$ cat src/hw/decode_ctrl_pkg.sv
`default_nettype none

package decode_ctrl_pkg;

  // instructions per fetch bundle
  localparam int LANES  = 2;

  // width of the sign-extended immediate
  localparam int DATA_W = 32;

  // operation handed to the execute ALU
  typedef enum logic [3:0] {
    ALU_ADD  = 4'd0,
    ALU_SUB  = 4'd1,
    ALU_SLL  = 4'd2,
    ALU_SRL  = 4'd3,
    ALU_SRA  = 4'd4,
    ALU_AND  = 4'd5,
    ALU_OR   = 4'd6,
    ALU_XOR  = 4'd7,
    ALU_SLT  = 4'd8,
    ALU_SLTU = 4'd9
  } alu_op_t;

  // write-back source select
  typedef enum logic [2:0] {
    WSEL_LOAD   = 3'd0,
    WSEL_LINK   = 3'd1,
    WSEL_LUI    = 3'd2,
    WSEL_ALU    = 3'd3,
    WSEL_SYSTEM = 3'd4
  } w_sel_t;

endpackage

`default_nettype wire

$ cat src/hw/rv32i_types_pkg.sv
`default_nettype none

package rv32i_types_pkg;

  // base ISA widths
  localparam int INSTR_W    = 32;
  localparam int REG_ADDR_W = 5;

  // major opcode classes taken from bits [6:0] of the word
  // OP_NONE marks a word the decoder does not recognise
  typedef enum logic [6:0] {
    OP_NONE = 7'b0000000,
    LUI     = 7'b0110111,
    AUIPC   = 7'b0010111,
    JAL     = 7'b1101111,
    JALR    = 7'b1100111,
    BRANCH  = 7'b1100011,
    LOAD    = 7'b0000011,
    STORE   = 7'b0100011,
    IMMED   = 7'b0010011,
    REGREG  = 7'b0110011,
    SYSTEM  = 7'b1110011,
    MISCMEM = 7'b0001111
  } opcode_t;

  // funct3 of the integer ops
  // same codes serve the IMMED and REGREG classes
  typedef enum logic [2:0] {
    ADDSUB = 3'b000,
    SLL    = 3'b001,
    SLT    = 3'b010,
    SLTU   = 3'b011,
    XOR    = 3'b100,
    SR     = 3'b101,
    OR     = 3'b110,
    AND    = 3'b111
  } funct3_t;

  // field positions inside the instruction word
  //   rd     [11:7]
  //   funct3 [14:12]
  //   rs1    [19:15]
  //   rs2    [24:20]
  //   funct7 [31:25]

endpackage

`default_nettype wire

$ cat src/hw/control_unit.sv
`timescale 1ns/1ps
`default_nettype none

module control_unit (
  input  logic [rv32i_types_pkg::INSTR_W-1:0]    instr_i,
  output decode_ctrl_pkg::alu_op_t               alu_op_o,
  output decode_ctrl_pkg::w_sel_t                w_sel_o,
  output logic                                   wen_o,
  output logic                                   dren_o,
  output logic                                   dwen_o,
  output logic                                   branch_o,
  output logic                                   jump_o,
  output logic                                   illegal_o,
  output logic [rv32i_types_pkg::REG_ADDR_W-1:0] rd_o,
  output logic [rv32i_types_pkg::REG_ADDR_W-1:0] rs1_o,
  output logic [rv32i_types_pkg::REG_ADDR_W-1:0] rs2_o,
  output logic [decode_ctrl_pkg::DATA_W-1:0]     imm_o
);

  import rv32i_types_pkg::*;
  import decode_ctrl_pkg::*;

  opcode_t           opcode;
  funct3_t           funct3;
  logic              known;
  logic [DATA_W-1:0] imm_i_fmt;
  logic [DATA_W-1:0] imm_s_fmt;
  logic [DATA_W-1:0] imm_b_fmt;
  logic [DATA_W-1:0] imm_u_fmt;
  logic [DATA_W-1:0] imm_j_fmt;

  // opcode class
  always_comb begin
    case (instr_i[6:0])
      LUI, AUIPC, JAL, JALR, BRANCH, LOAD,
      STORE, IMMED, REGREG, SYSTEM, MISCMEM: opcode = opcode_t'(instr_i[6:0]);
      default:                               opcode = OP_NONE;
    endcase
  end

  assign known  = (opcode != OP_NONE);
  assign funct3 = funct3_t'(instr_i[14:12]);

  // register specifiers are zeroed for unknown words
  assign rd_o  = known ? instr_i[11:7]  : '0;
  assign rs1_o = known ? instr_i[19:15] : '0;
  assign rs2_o = known ? instr_i[24:20] : '0;

  // each immediate format takes its sign from bit 31
  assign imm_i_fmt = {{(DATA_W-12){instr_i[31]}}, instr_i[31:20]};
  assign imm_s_fmt = {{(DATA_W-12){instr_i[31]}}, instr_i[31:25], instr_i[11:7]};
  assign imm_b_fmt = {{(DATA_W-13){instr_i[31]}}, instr_i[31], instr_i[7],
                      instr_i[30:25], instr_i[11:8], 1'b0};
  assign imm_u_fmt = {instr_i[31:12], 12'b0};
  assign imm_j_fmt = {{(DATA_W-21){instr_i[31]}}, instr_i[31], instr_i[19:12],
                      instr_i[20], instr_i[30:21], 1'b0};

  always_comb begin
    case (opcode)
      IMMED, LOAD, JALR: imm_o = imm_i_fmt;
      STORE:             imm_o = imm_s_fmt;
      BRANCH:            imm_o = imm_b_fmt;
      LUI, AUIPC:        imm_o = imm_u_fmt;
      JAL:               imm_o = imm_j_fmt;
      default:           imm_o = '0;
    endcase
  end

  // memory and control flow
  assign dren_o   = (opcode == LOAD);
  assign dwen_o   = (opcode == STORE);
  assign branch_o = (opcode == BRANCH);
  assign jump_o   = (opcode == JAL) || (opcode == JALR);

  // write-back source
  always_comb begin
    case (opcode)
      LOAD:                 w_sel_o = WSEL_LOAD;
      JAL, JALR:            w_sel_o = WSEL_LINK;
      LUI:                  w_sel_o = WSEL_LUI;
      IMMED, AUIPC, REGREG: w_sel_o = WSEL_ALU;
      SYSTEM:               w_sel_o = WSEL_SYSTEM;
      default:              w_sel_o = WSEL_LOAD;
    endcase
  end

  always_comb begin
    case (opcode)
      IMMED, LUI, AUIPC, REGREG,
      JAL, JALR, LOAD:            wen_o = 1'b1;
      default:                    wen_o = 1'b0;
    endcase
  end

  // ALU op defaults to add unless an integer op says otherwise
  // bit 30 picks sub for REGREG and arithmetic shift for both classes
  always_comb begin
    alu_op_o = ALU_ADD;
    if ((opcode == IMMED) || (opcode == REGREG)) begin
      case (funct3)
        ADDSUB: alu_op_o = ((opcode == REGREG) && instr_i[30]) ? ALU_SUB : ALU_ADD;
        SLL:    alu_op_o = ALU_SLL;
        SLT:    alu_op_o = ALU_SLT;
        SLTU:   alu_op_o = ALU_SLTU;
        XOR:    alu_op_o = ALU_XOR;
        SR:     alu_op_o = instr_i[30] ? ALU_SRA : ALU_SRL;
        OR:     alu_op_o = ALU_OR;
        AND:    alu_op_o = ALU_AND;
      endcase
    end
  end

  // funct7 bit 0 on REGREG belongs to the M extension
  assign illegal_o = (opcode == REGREG) ? instr_i[25] :
                     (!known && (instr_i[6:0] != 7'b0));

endmodule

`default_nettype wire

$ cat src/hw/decode_stage.sv
`timescale 1ns/1ps
`default_nettype none

module decode_stage (
  input  logic                                   clk_i,
  input  logic                                   rst_i,
  input  logic                                   fetch_valid_i,
  input  logic [rv32i_types_pkg::INSTR_W-1:0]    fetch_bundle_i [decode_ctrl_pkg::LANES],
  output logic                                   issue_valid_o,
  output logic [decode_ctrl_pkg::LANES-1:0]      issue_mask_o,
  output logic                                   illegal_o,
  output decode_ctrl_pkg::alu_op_t               alu_op_o  [decode_ctrl_pkg::LANES],
  output decode_ctrl_pkg::w_sel_t                w_sel_o   [decode_ctrl_pkg::LANES],
  output logic                                   wen_o     [decode_ctrl_pkg::LANES],
  output logic                                   dren_o    [decode_ctrl_pkg::LANES],
  output logic                                   dwen_o    [decode_ctrl_pkg::LANES],
  output logic                                   branch_o  [decode_ctrl_pkg::LANES],
  output logic                                   jump_o    [decode_ctrl_pkg::LANES],
  output logic [rv32i_types_pkg::REG_ADDR_W-1:0] rd_o      [decode_ctrl_pkg::LANES],
  output logic [decode_ctrl_pkg::DATA_W-1:0]     imm_o     [decode_ctrl_pkg::LANES]
);

  import rv32i_types_pkg::*;
  import decode_ctrl_pkg::*;

  logic [INSTR_W-1:0]    lane_instr   [LANES];
  logic [LANES-1:0]      lane_valid;
  alu_op_t               lane_alu_op  [LANES];
  w_sel_t                lane_w_sel   [LANES];
  logic                  lane_wen     [LANES];
  logic                  lane_dren    [LANES];
  logic                  lane_dwen    [LANES];
  logic                  lane_branch  [LANES];
  logic                  lane_jump    [LANES];
  logic                  lane_illegal [LANES];
  logic [REG_ADDR_W-1:0] lane_rd      [LANES];
  logic [REG_ADDR_W-1:0] lane_rs1     [LANES];
  logic [REG_ADDR_W-1:0] lane_rs2     [LANES];
  logic [DATA_W-1:0]     lane_imm     [LANES];

  fetch_bundle u_fetch_bundle (
    .clk_i          (clk_i),
    .rst_i          (rst_i),
    .fetch_valid_i  (fetch_valid_i),
    .fetch_bundle_i (fetch_bundle_i),
    .lane_instr_o   (lane_instr),
    .lane_valid_o   (lane_valid)
  );

  // one decoder per lane
  for (genvar g = 0; g < LANES; g++) begin : g_lane
    control_unit u_control_unit (
      .instr_i   (lane_instr[g]),
      .alu_op_o  (lane_alu_op[g]),
      .w_sel_o   (lane_w_sel[g]),
      .wen_o     (lane_wen[g]),
      .dren_o    (lane_dren[g]),
      .dwen_o    (lane_dwen[g]),
      .branch_o  (lane_branch[g]),
      .jump_o    (lane_jump[g]),
      .illegal_o (lane_illegal[g]),
      .rd_o      (lane_rd[g]),
      .rs1_o     (lane_rs1[g]),
      .rs2_o     (lane_rs2[g]),
      .imm_o     (lane_imm[g])
    );
  end

  issue_register u_issue_register (
    .clk_i         (clk_i),
    .rst_i         (rst_i),
    .lane_valid_i  (lane_valid),
    .alu_op_i      (lane_alu_op),
    .w_sel_i       (lane_w_sel),
    .wen_i         (lane_wen),
    .dren_i        (lane_dren),
    .dwen_i        (lane_dwen),
    .branch_i      (lane_branch),
    .jump_i        (lane_jump),
    .illegal_i     (lane_illegal),
    .rd_i          (lane_rd),
    .rs1_i         (lane_rs1),
    .rs2_i         (lane_rs2),
    .imm_i         (lane_imm),
    .issue_valid_o (issue_valid_o),
    .issue_mask_o  (issue_mask_o),
    .illegal_o     (illegal_o),
    .alu_op_o      (alu_op_o),
    .w_sel_o       (w_sel_o),
    .wen_o         (wen_o),
    .dren_o        (dren_o),
    .dwen_o        (dwen_o),
    .branch_o      (branch_o),
    .jump_o        (jump_o),
    .rd_o          (rd_o),
    .imm_o         (imm_o)
  );

endmodule

`default_nettype wire

$ cat src/hw/fetch_bundle.sv
`timescale 1ns/1ps
`default_nettype none

module fetch_bundle (
  input  logic                                clk_i,
  input  logic                                rst_i,
  input  logic                                fetch_valid_i,
  input  logic [rv32i_types_pkg::INSTR_W-1:0] fetch_bundle_i [decode_ctrl_pkg::LANES],
  output logic [rv32i_types_pkg::INSTR_W-1:0] lane_instr_o   [decode_ctrl_pkg::LANES],
  output logic [decode_ctrl_pkg::LANES-1:0]   lane_valid_o
);

  import decode_ctrl_pkg::*;

  logic [LANES-1:0] valid_d;

  // every lane of a bundle shares the fetch strobe
  assign valid_d = {LANES{fetch_valid_i}};

  // lane valids follow the registered strobe
  always_ff @(posedge clk_i) begin
    if (rst_i) begin
      lane_valid_o <= '0;
    end else begin
      lane_valid_o <= valid_d;
    end
  end

  // instruction words only load on the strobe
  // an idle cycle leaves them untouched
  always_ff @(posedge clk_i) begin
    if (fetch_valid_i) begin
      for (int l = 0; l < LANES; l++) begin
        lane_instr_o[l] <= fetch_bundle_i[l];
      end
    end
  end

endmodule

`default_nettype wire

$ cat src/hw/issue_register.sv
`timescale 1ns/1ps
`default_nettype none

module issue_register (
  input  logic                                   clk_i,
  input  logic                                   rst_i,
  input  logic [decode_ctrl_pkg::LANES-1:0]      lane_valid_i,
  input  decode_ctrl_pkg::alu_op_t               alu_op_i  [decode_ctrl_pkg::LANES],
  input  decode_ctrl_pkg::w_sel_t                w_sel_i   [decode_ctrl_pkg::LANES],
  input  logic                                   wen_i     [decode_ctrl_pkg::LANES],
  input  logic                                   dren_i    [decode_ctrl_pkg::LANES],
  input  logic                                   dwen_i    [decode_ctrl_pkg::LANES],
  input  logic                                   branch_i  [decode_ctrl_pkg::LANES],
  input  logic                                   jump_i    [decode_ctrl_pkg::LANES],
  input  logic                                   illegal_i [decode_ctrl_pkg::LANES],
  input  logic [rv32i_types_pkg::REG_ADDR_W-1:0] rd_i      [decode_ctrl_pkg::LANES],
  input  logic [rv32i_types_pkg::REG_ADDR_W-1:0] rs1_i     [decode_ctrl_pkg::LANES],
  input  logic [rv32i_types_pkg::REG_ADDR_W-1:0] rs2_i     [decode_ctrl_pkg::LANES],
  input  logic [decode_ctrl_pkg::DATA_W-1:0]     imm_i     [decode_ctrl_pkg::LANES],
  output logic                                   issue_valid_o,
  output logic [decode_ctrl_pkg::LANES-1:0]      issue_mask_o,
  output logic                                   illegal_o,
  output decode_ctrl_pkg::alu_op_t               alu_op_o  [decode_ctrl_pkg::LANES],
  output decode_ctrl_pkg::w_sel_t                w_sel_o   [decode_ctrl_pkg::LANES],
  output logic                                   wen_o     [decode_ctrl_pkg::LANES],
  output logic                                   dren_o    [decode_ctrl_pkg::LANES],
  output logic                                   dwen_o    [decode_ctrl_pkg::LANES],
  output logic                                   branch_o  [decode_ctrl_pkg::LANES],
  output logic                                   jump_o    [decode_ctrl_pkg::LANES],
  output logic [rv32i_types_pkg::REG_ADDR_W-1:0] rd_o      [decode_ctrl_pkg::LANES],
  output logic [decode_ctrl_pkg::DATA_W-1:0]     imm_o     [decode_ctrl_pkg::LANES]
);

  import decode_ctrl_pkg::*;

  logic [LANES-1:0] mask_d;
  logic             illegal_d;

  // a lane issues if valid, legal and free of a RAW on any lower lane
  // x0 as destination never blocks
  always_comb begin
    mask_d    = '0;
    illegal_d = 1'b0;
    for (int l = 0; l < LANES; l++) begin
      mask_d[l] = lane_valid_i[l] && !illegal_i[l];
      illegal_d = illegal_d || (lane_valid_i[l] && illegal_i[l]);
      for (int e = 0; e < l; e++) begin
        if (wen_i[e] && (rd_i[e] != '0) &&
            ((rs1_i[l] == rd_i[e]) || (rs2_i[l] == rd_i[e]))) begin
          mask_d[l] = 1'b0;
        end
      end
    end
  end

  always_ff @(posedge clk_i) begin
    if (rst_i) begin
      issue_valid_o <= 1'b0;
      issue_mask_o  <= '0;
      illegal_o     <= 1'b0;
    end else begin
      issue_valid_o <= |lane_valid_i;
      issue_mask_o  <= mask_d;
      illegal_o     <= illegal_d;
    end
  end

  // per-lane control words
  always_ff @(posedge clk_i) begin
    alu_op_o <= alu_op_i;
    w_sel_o  <= w_sel_i;
    wen_o    <= wen_i;
    dren_o   <= dren_i;
    dwen_o   <= dwen_i;
    branch_o <= branch_i;
    jump_o   <= jump_i;
    rd_o     <= rd_i;
    imm_o    <= imm_i;
  end

endmodule

`default_nettype wire

$ cat config.mk
export PLATFORM = sky130hd
export DESIGN_NAME = decode_stage
export DESIGN_NICKNAME = d
export VERILOG_FILES = /design/src/hw/decode_ctrl_pkg.sv /design/src/hw/rv32i_types_pkg.sv /design/src/hw/control_unit.sv /design/src/hw/decode_stage.sv /design/src/hw/fetch_bundle.sv /design/src/hw/issue_register.sv
export SDC_FILE = /design/constraint.sdc
export NUM_CORES = 1
export LEC_CHECK = 0
export BUFFER_PORTS_ARGS = -buffer_cell sky130_fd_sc_hd__buf_2
export CAP_MARGIN = 20
export CORE_ASPECT_RATIO = 0.5
export CORE_UTILIZATION = 45
export CTS_CLUSTER_DIAMETER = 120
export DETAILED_ROUTE_END_ITERATION = 10
export PLACE_DENSITY = 0.71
export SETUP_SLACK_MARGIN = 0.2
export SLEW_MARGIN = 20
export SYNTH_ARGS = -nofsm -noshare
export SYNTH_HDL_FRONTEND = slang
export SYNTH_HIERARCHICAL = 1
export SYNTH_SLANG_ARGS = --single-unit
$ cat constraint.sdc
create_clock -name clk_i -period 6.25 [get_ports clk_i]
set_input_delay 1.25 -clock clk_i [delete_from_list [all_inputs] [get_ports clk_i]]
set_output_delay 1.25 -clock clk_i [all_outputs]
set_load 0.01 [all_outputs]
# [Yosys cells after proc, flatten, opt, wreduce, memory -nomap -nowiden]
# Index checks and enable logic that the tools add are counted.
[word_totals] regBits=167 output_inout_bits=102
[classes] n_eq_ne=58 n_mux=19 n_reduce_logical=41
[op_table] operator="$pmux W32 S5" count=2
[op_table] operator="$eq A7 B7 Y1 const B" count=16
[op_table] operator="$eq A7 B6 Y1 const B" count=12
[op_table] operator="$pmux W4 S8" count=2
[op_table] operator="$eq A7 B5 Y1 const B" count=8
[op_table] operator="$eq A7 B2 Y1 const B" count=4
[op_table] operator="$reduce_bool A7 Y1" count=4
[op_table] operator="$eq A3 B3 Y1 const B" count=8
[op_table] operator="$pmux W3 S4" count=2
[op_table] operator="$reduce_or A11 Y1" count=2
[op_table] operator="$mux W5" count=3
[op_table] operator="$eq A7 B4 Y1 const B" count=2
[op_table] operator="$mux W7" count=2
[op_table] operator="$reduce_or A7 Y1" count=2
[op_table] operator="$eq A3 B2 Y1 const B" count=4
[op_table] operator="$reduce_or A2 Y1" count=6
[op_table] operator="$reduce_or A3 Y1" count=4
[op_table] operator="$eq A5 B5 Y1" count=2
[op_table] operator="$logic_and A1 B1 Y1" count=10
[op_table] operator="$eq A3 B1 Y1 const B" count=2
[op_table] operator="$logic_not A3 Y1" count=2
[op_table] operator="$logic_or A1 B1 Y1" count=6
[op_table] operator="$mux W1" count=6
[op_table] operator="$mux W3" count=2
[op_table] operator="other kinds (2)" count=5

# [Logic depth before layout (Yosys ltp)]
[depth] word_depth=9 depth_mapped=10 depth_no_buf=8

# [Cells and area by module]
# The synthesis kept the hierarchy.
[modules_own_cells] module="issue_register" instances=1 cells_per_inst=128 area_each_um2=2205.9 seq_area_each_um2=2042.0
[modules_own_cells] module="fetch_bundle" instances=1 cells_per_inst=67 area_each_um2=1963.1 seq_area_each_um2=1941.9
[modules_own_cells] module="control_unit" instances=2 cells_per_inst=119 area_each_um2=847.1 seq_area_each_um2=0.0

# [Least setup slack after synthesis]
# No wires, ideal clock.
[synth_timing] kind="register -> register" start="register u_fetch_bundle/lane_instr_o[36] (netlist bit)" end="register u_issue_register/issue_mask_o[1] (netlist bit)" t_arrival_ns=2.129 required_time_ns=6.126 path_slack_ns=3.997 stages_incl_launch_ff=11 n_path_buf=2 period_less_slack_ns=2.253 cell_sequence="edfxtp_1 -> buf_2 -> nor2b_1 -> mux2_2 -> o32ai_4 -> buf_2 -> and2_1 -> xnor2_1 -> nand3_1 -> o22ai_1 -> a31oi_1"
[synth_lines] element="start, declared" line_no="fetch_bundle.sv:9" source="output logic [rv32i_types_pkg::INSTR_W-1:0] lane_instr_o [decode_ctrl_pkg::LANES],"
[synth_lines] element="start signal, assigned by index" line_no="fetch_bundle.sv:34" source="lane_instr_o[l] <= fetch_bundle_i[l];"
[synth_lines] element="end signal, assigned" line_no="issue_register.sv:63" source="issue_mask_o <= mask_d;"
[synth_lines] element="end, declared" line_no="issue_register.sv:21" source="output logic [decode_ctrl_pkg::LANES-1:0] issue_mask_o,"

==> results.py <==
metrics = {
    "place": {
        "gp_congestion": 0.888,
        "dp_hpwl_mm": 8.34,
        "placed_area_sq_mm": 0.00673,
        "numPortBuffers": 168,
    },
    "floorplanning": {
        "core-area_sq_mm": 0.0122,
        "die_w_um": 163,
        "die_h_um": 82.3,
        "io_pins": 169,
        "start_util": 0.476,
        "dieArea_sq_mm": 0.0134,
        "placementRows": 28,
    },
    "power_and_ir_drop": {
        "irDropWorstVdd_mv": 0.191,
        "pwr-share-seq": 0.493,
        "p_switching_w": 0.000556,
        "comb_power_share": 0.060,
        "clkPwrFrac": 0.446,
        "p_per_area_mw_per_mm2": 339,
        "p_total_w": 0.00250,
        "p_int_w": 0.00194,
        "switching_share": 0.223,
        "p_leak_nw": 3.45,
    },
    "detailed_routing": {
        "drtIter0Drc": 311,
        "vias": 3773,
        "vias_per_cell": 4.91,
        "met1_length_mm": 5.22,
        "drt-total-wl_mm": 12.0,
        "wl_met3_um": 805,
        "post_drt_wl_per_cell_um": 15.6,
        "maxUsedRoutingLayer": "met5",
        "final_antenna_net_count": 0,
        "wl_met2_mm": 5.85,
        "drc": 0,
        "first_pass_iters": 5,
    },
    "setup_path": {
        "startpoint": "u_fetch_bundle/lane_instr_o[2]",
        "crit_path_end_kind": "flip-flop",
        "regToRegSetupSlack_ns": 3.75,
        "ff2ff_path_depth": 8,
        "r2r_start": "u_fetch_bundle/lane_instr_o[2]",
        "critical_path_required_ns": 6.54,
        "crit_arrival_ns": 2.79,
        "crit_type": "flip-flop to flip-flop",
        "cp_max_fo": 16,
        "r2r_end": "u_issue_register/issue_mask_o[1]",
        "start_kind": "flip-flop",
    },
    "clock_tree": {
        "cts_max_level": 4,
        "insertion_delay_ns": 0.41,
        "holdBufCountCts": 0,
        "clk_path_buf_depth": 2,
        "postCtsSetupBuffers": 0,
        "cts_tree": "built",
        "postCtsResizedCells": 0,
        "cts_made_buffers": 17,
        "clock-root-buffer": "clkbuf_16",
        "clk_pin_slew_ns": 0.07,
        "cts_sinks": 167,
    },
    "finish": {
        "num-fill-cells": 988,
        "antennaDiodeCount": 0,
        "fin_area_sq_mm": 0.00736,
        "drive_above_1_share": 0.397,
        "utilization": 0.604,
        "area_delta_synth_final_pct": 26.9,
        "layout.nets": 658,
    },
    "sta": {
        "timing.fmax_mhz": 400,
        "fin_crit_ns": 2.50,
        "worst_pin_slew_ns": 0.866,
        "rsz0062_at_grt": "false",
        "relSlewSlack": 0.422,
        "fin_skew_ns": 0.0116,
        "drv_slew": 0,
        "fin_crit_sh": 0.400,
        "tns_ns": 0,
        "holdWs_ns": 0.450,
        "hold_viol": 0,
        "setup_viol": 0,
    },
    "synthesis": {
        "syn_inst": 423,
        "syn-cell-area_sq_mm": 0.00580,
        "syn_nets": 490,
        "yosysWarnings": 6,
        "syn_area_per_cell_sq_um": 13.7,
    },
    "worst_hold_path": {
        "hp-start": "u_fetch_bundle/lane_instr_o[50]",
        "hold_class": "flip-flop to flip-flop",
        "min_path_cells": 1,
        "min_to": "u_issue_register/imm_o[50]",
    },
    "outcome": {
        "status": "complete, no violations",
    },
    "flow_run": {
        "maxCapViolCount": 0,
    },
    "global_route": {
        "grt_start_max_net_pins": 66,
        "grt-ovfl-total": 0,
        "grt_pass1_vias": 3603,
        "antenna_found_initial": 1,
        "grt_util_all_layers": 0.184,
        "grt_pass1_wl_mm": 18.3,
    },
}
[through the flow]
step / cells / setup slack (ns)
floorplan: 423 / 4.07
global placement: 737 / 3.92
detailed placement: 737 / 3.75
CTS: 769 / 3.74
global route: 769 / 3.47
finish: 769 / 3.75
[state kept, by name (all words and copies together), names as in the netlist, 2 cells and up]
signal and count:
u_issue_register/branch_o 2, u_issue_register/issue_mask_o 2, u_issue_register/jump_o 2, u_fetch_bundle/lane_instr_o 64, u_issue_register/wen_o 2, u_issue_register/w_sel_o 6, u_issue_register/alu_op_o 8, u_issue_register/dren_o 2
u_issue_register/dwen_o 2, u_issue_register/rd_o 10, u_issue_register/imm_o 64
[worst max path at each step]
stage / slack, ns / depth (start not counted) / end
final: 3.75 / 8 / u_issue_register/issue_mask_o[1]
after floorplan: 4.07 / 10 / u_issue_register/issue_mask_o[1]
after detailed placement: 3.75 / 8 / u_issue_register/issue_mask_o[1]
after global routing: 3.47 / 8 / u_issue_register/issue_mask_o[1]
after CTS: 3.74 / 8 / u_issue_register/issue_mask_o[1]
after global placement: 3.92 / 8 / u_issue_register/issue_mask_o[1]
[worst max-delay path, stage by stage (launching register included)]
cell and delay, ns:
edfxtp_1 0.49, nor2b_1 0.28, mux2_2 0.39, o32ai_4 0.46, and2_1 0.22, xnor2_1 0.13
nand3_1 0.12, o22ai_1 0.18, a31oi_1 0.11
[power by group through the flow]
stage	Clock, W	Combinational [W]	Sequential (W)
final	0.00111	0.000151	0.00123
after global routing	0.00119	0.000167	0.00124
after CTS	0.00114	0.000152	0.00123
after detailed placement	0	0.000151	0.00125
after global placement	0	0.000149	0.00125
after floorplan	0	0.0000934	0.00124
[layout by cell type, fill, tap and decap left out, types with 3 or more instances in the layout]
cell,instances
buf_2,167
clkbuf_16,17
a21o_1,18
a211o_1,4
nand2b_1,6
a2111oi_4,4
o2bb2ai_1,4
and3_1,6
a21oi_1,10
a22o_1,8
nor4_1,4
xnor2_1,10
a21o_2,20
nor3b_1,5
inv_6,4
nand2_1,18
and2_1,30
and2_2,8
o21ai_0,4
nor3_1,9
bufinv_16,4
a31oi_1,3
edfxtp_1,64
nor2_1,19
inv_1,8
nand3_1,6
dfxtp_1,103
[final cells by class]
class	instances	area, sq um	share of cell area
clock buffer	18	429	0.0583
clock inverter	14	209	0.0284
inverter	8	30.0	0.00408
multi-input combinational	229	1660	0.226
sequential	167	3980	0.541
tap	165	206	0.0280
timing repair buffer	168	843	0.115
[layer usage]
layer	track usage	vias to the layer above
li1	-	1853
met1	0.231	1779
met2	0.309	129
met3	0.0504	10
met4	0.0701	2
met5	0	-
No activity file was read; power rests on OpenSTA's default activity.
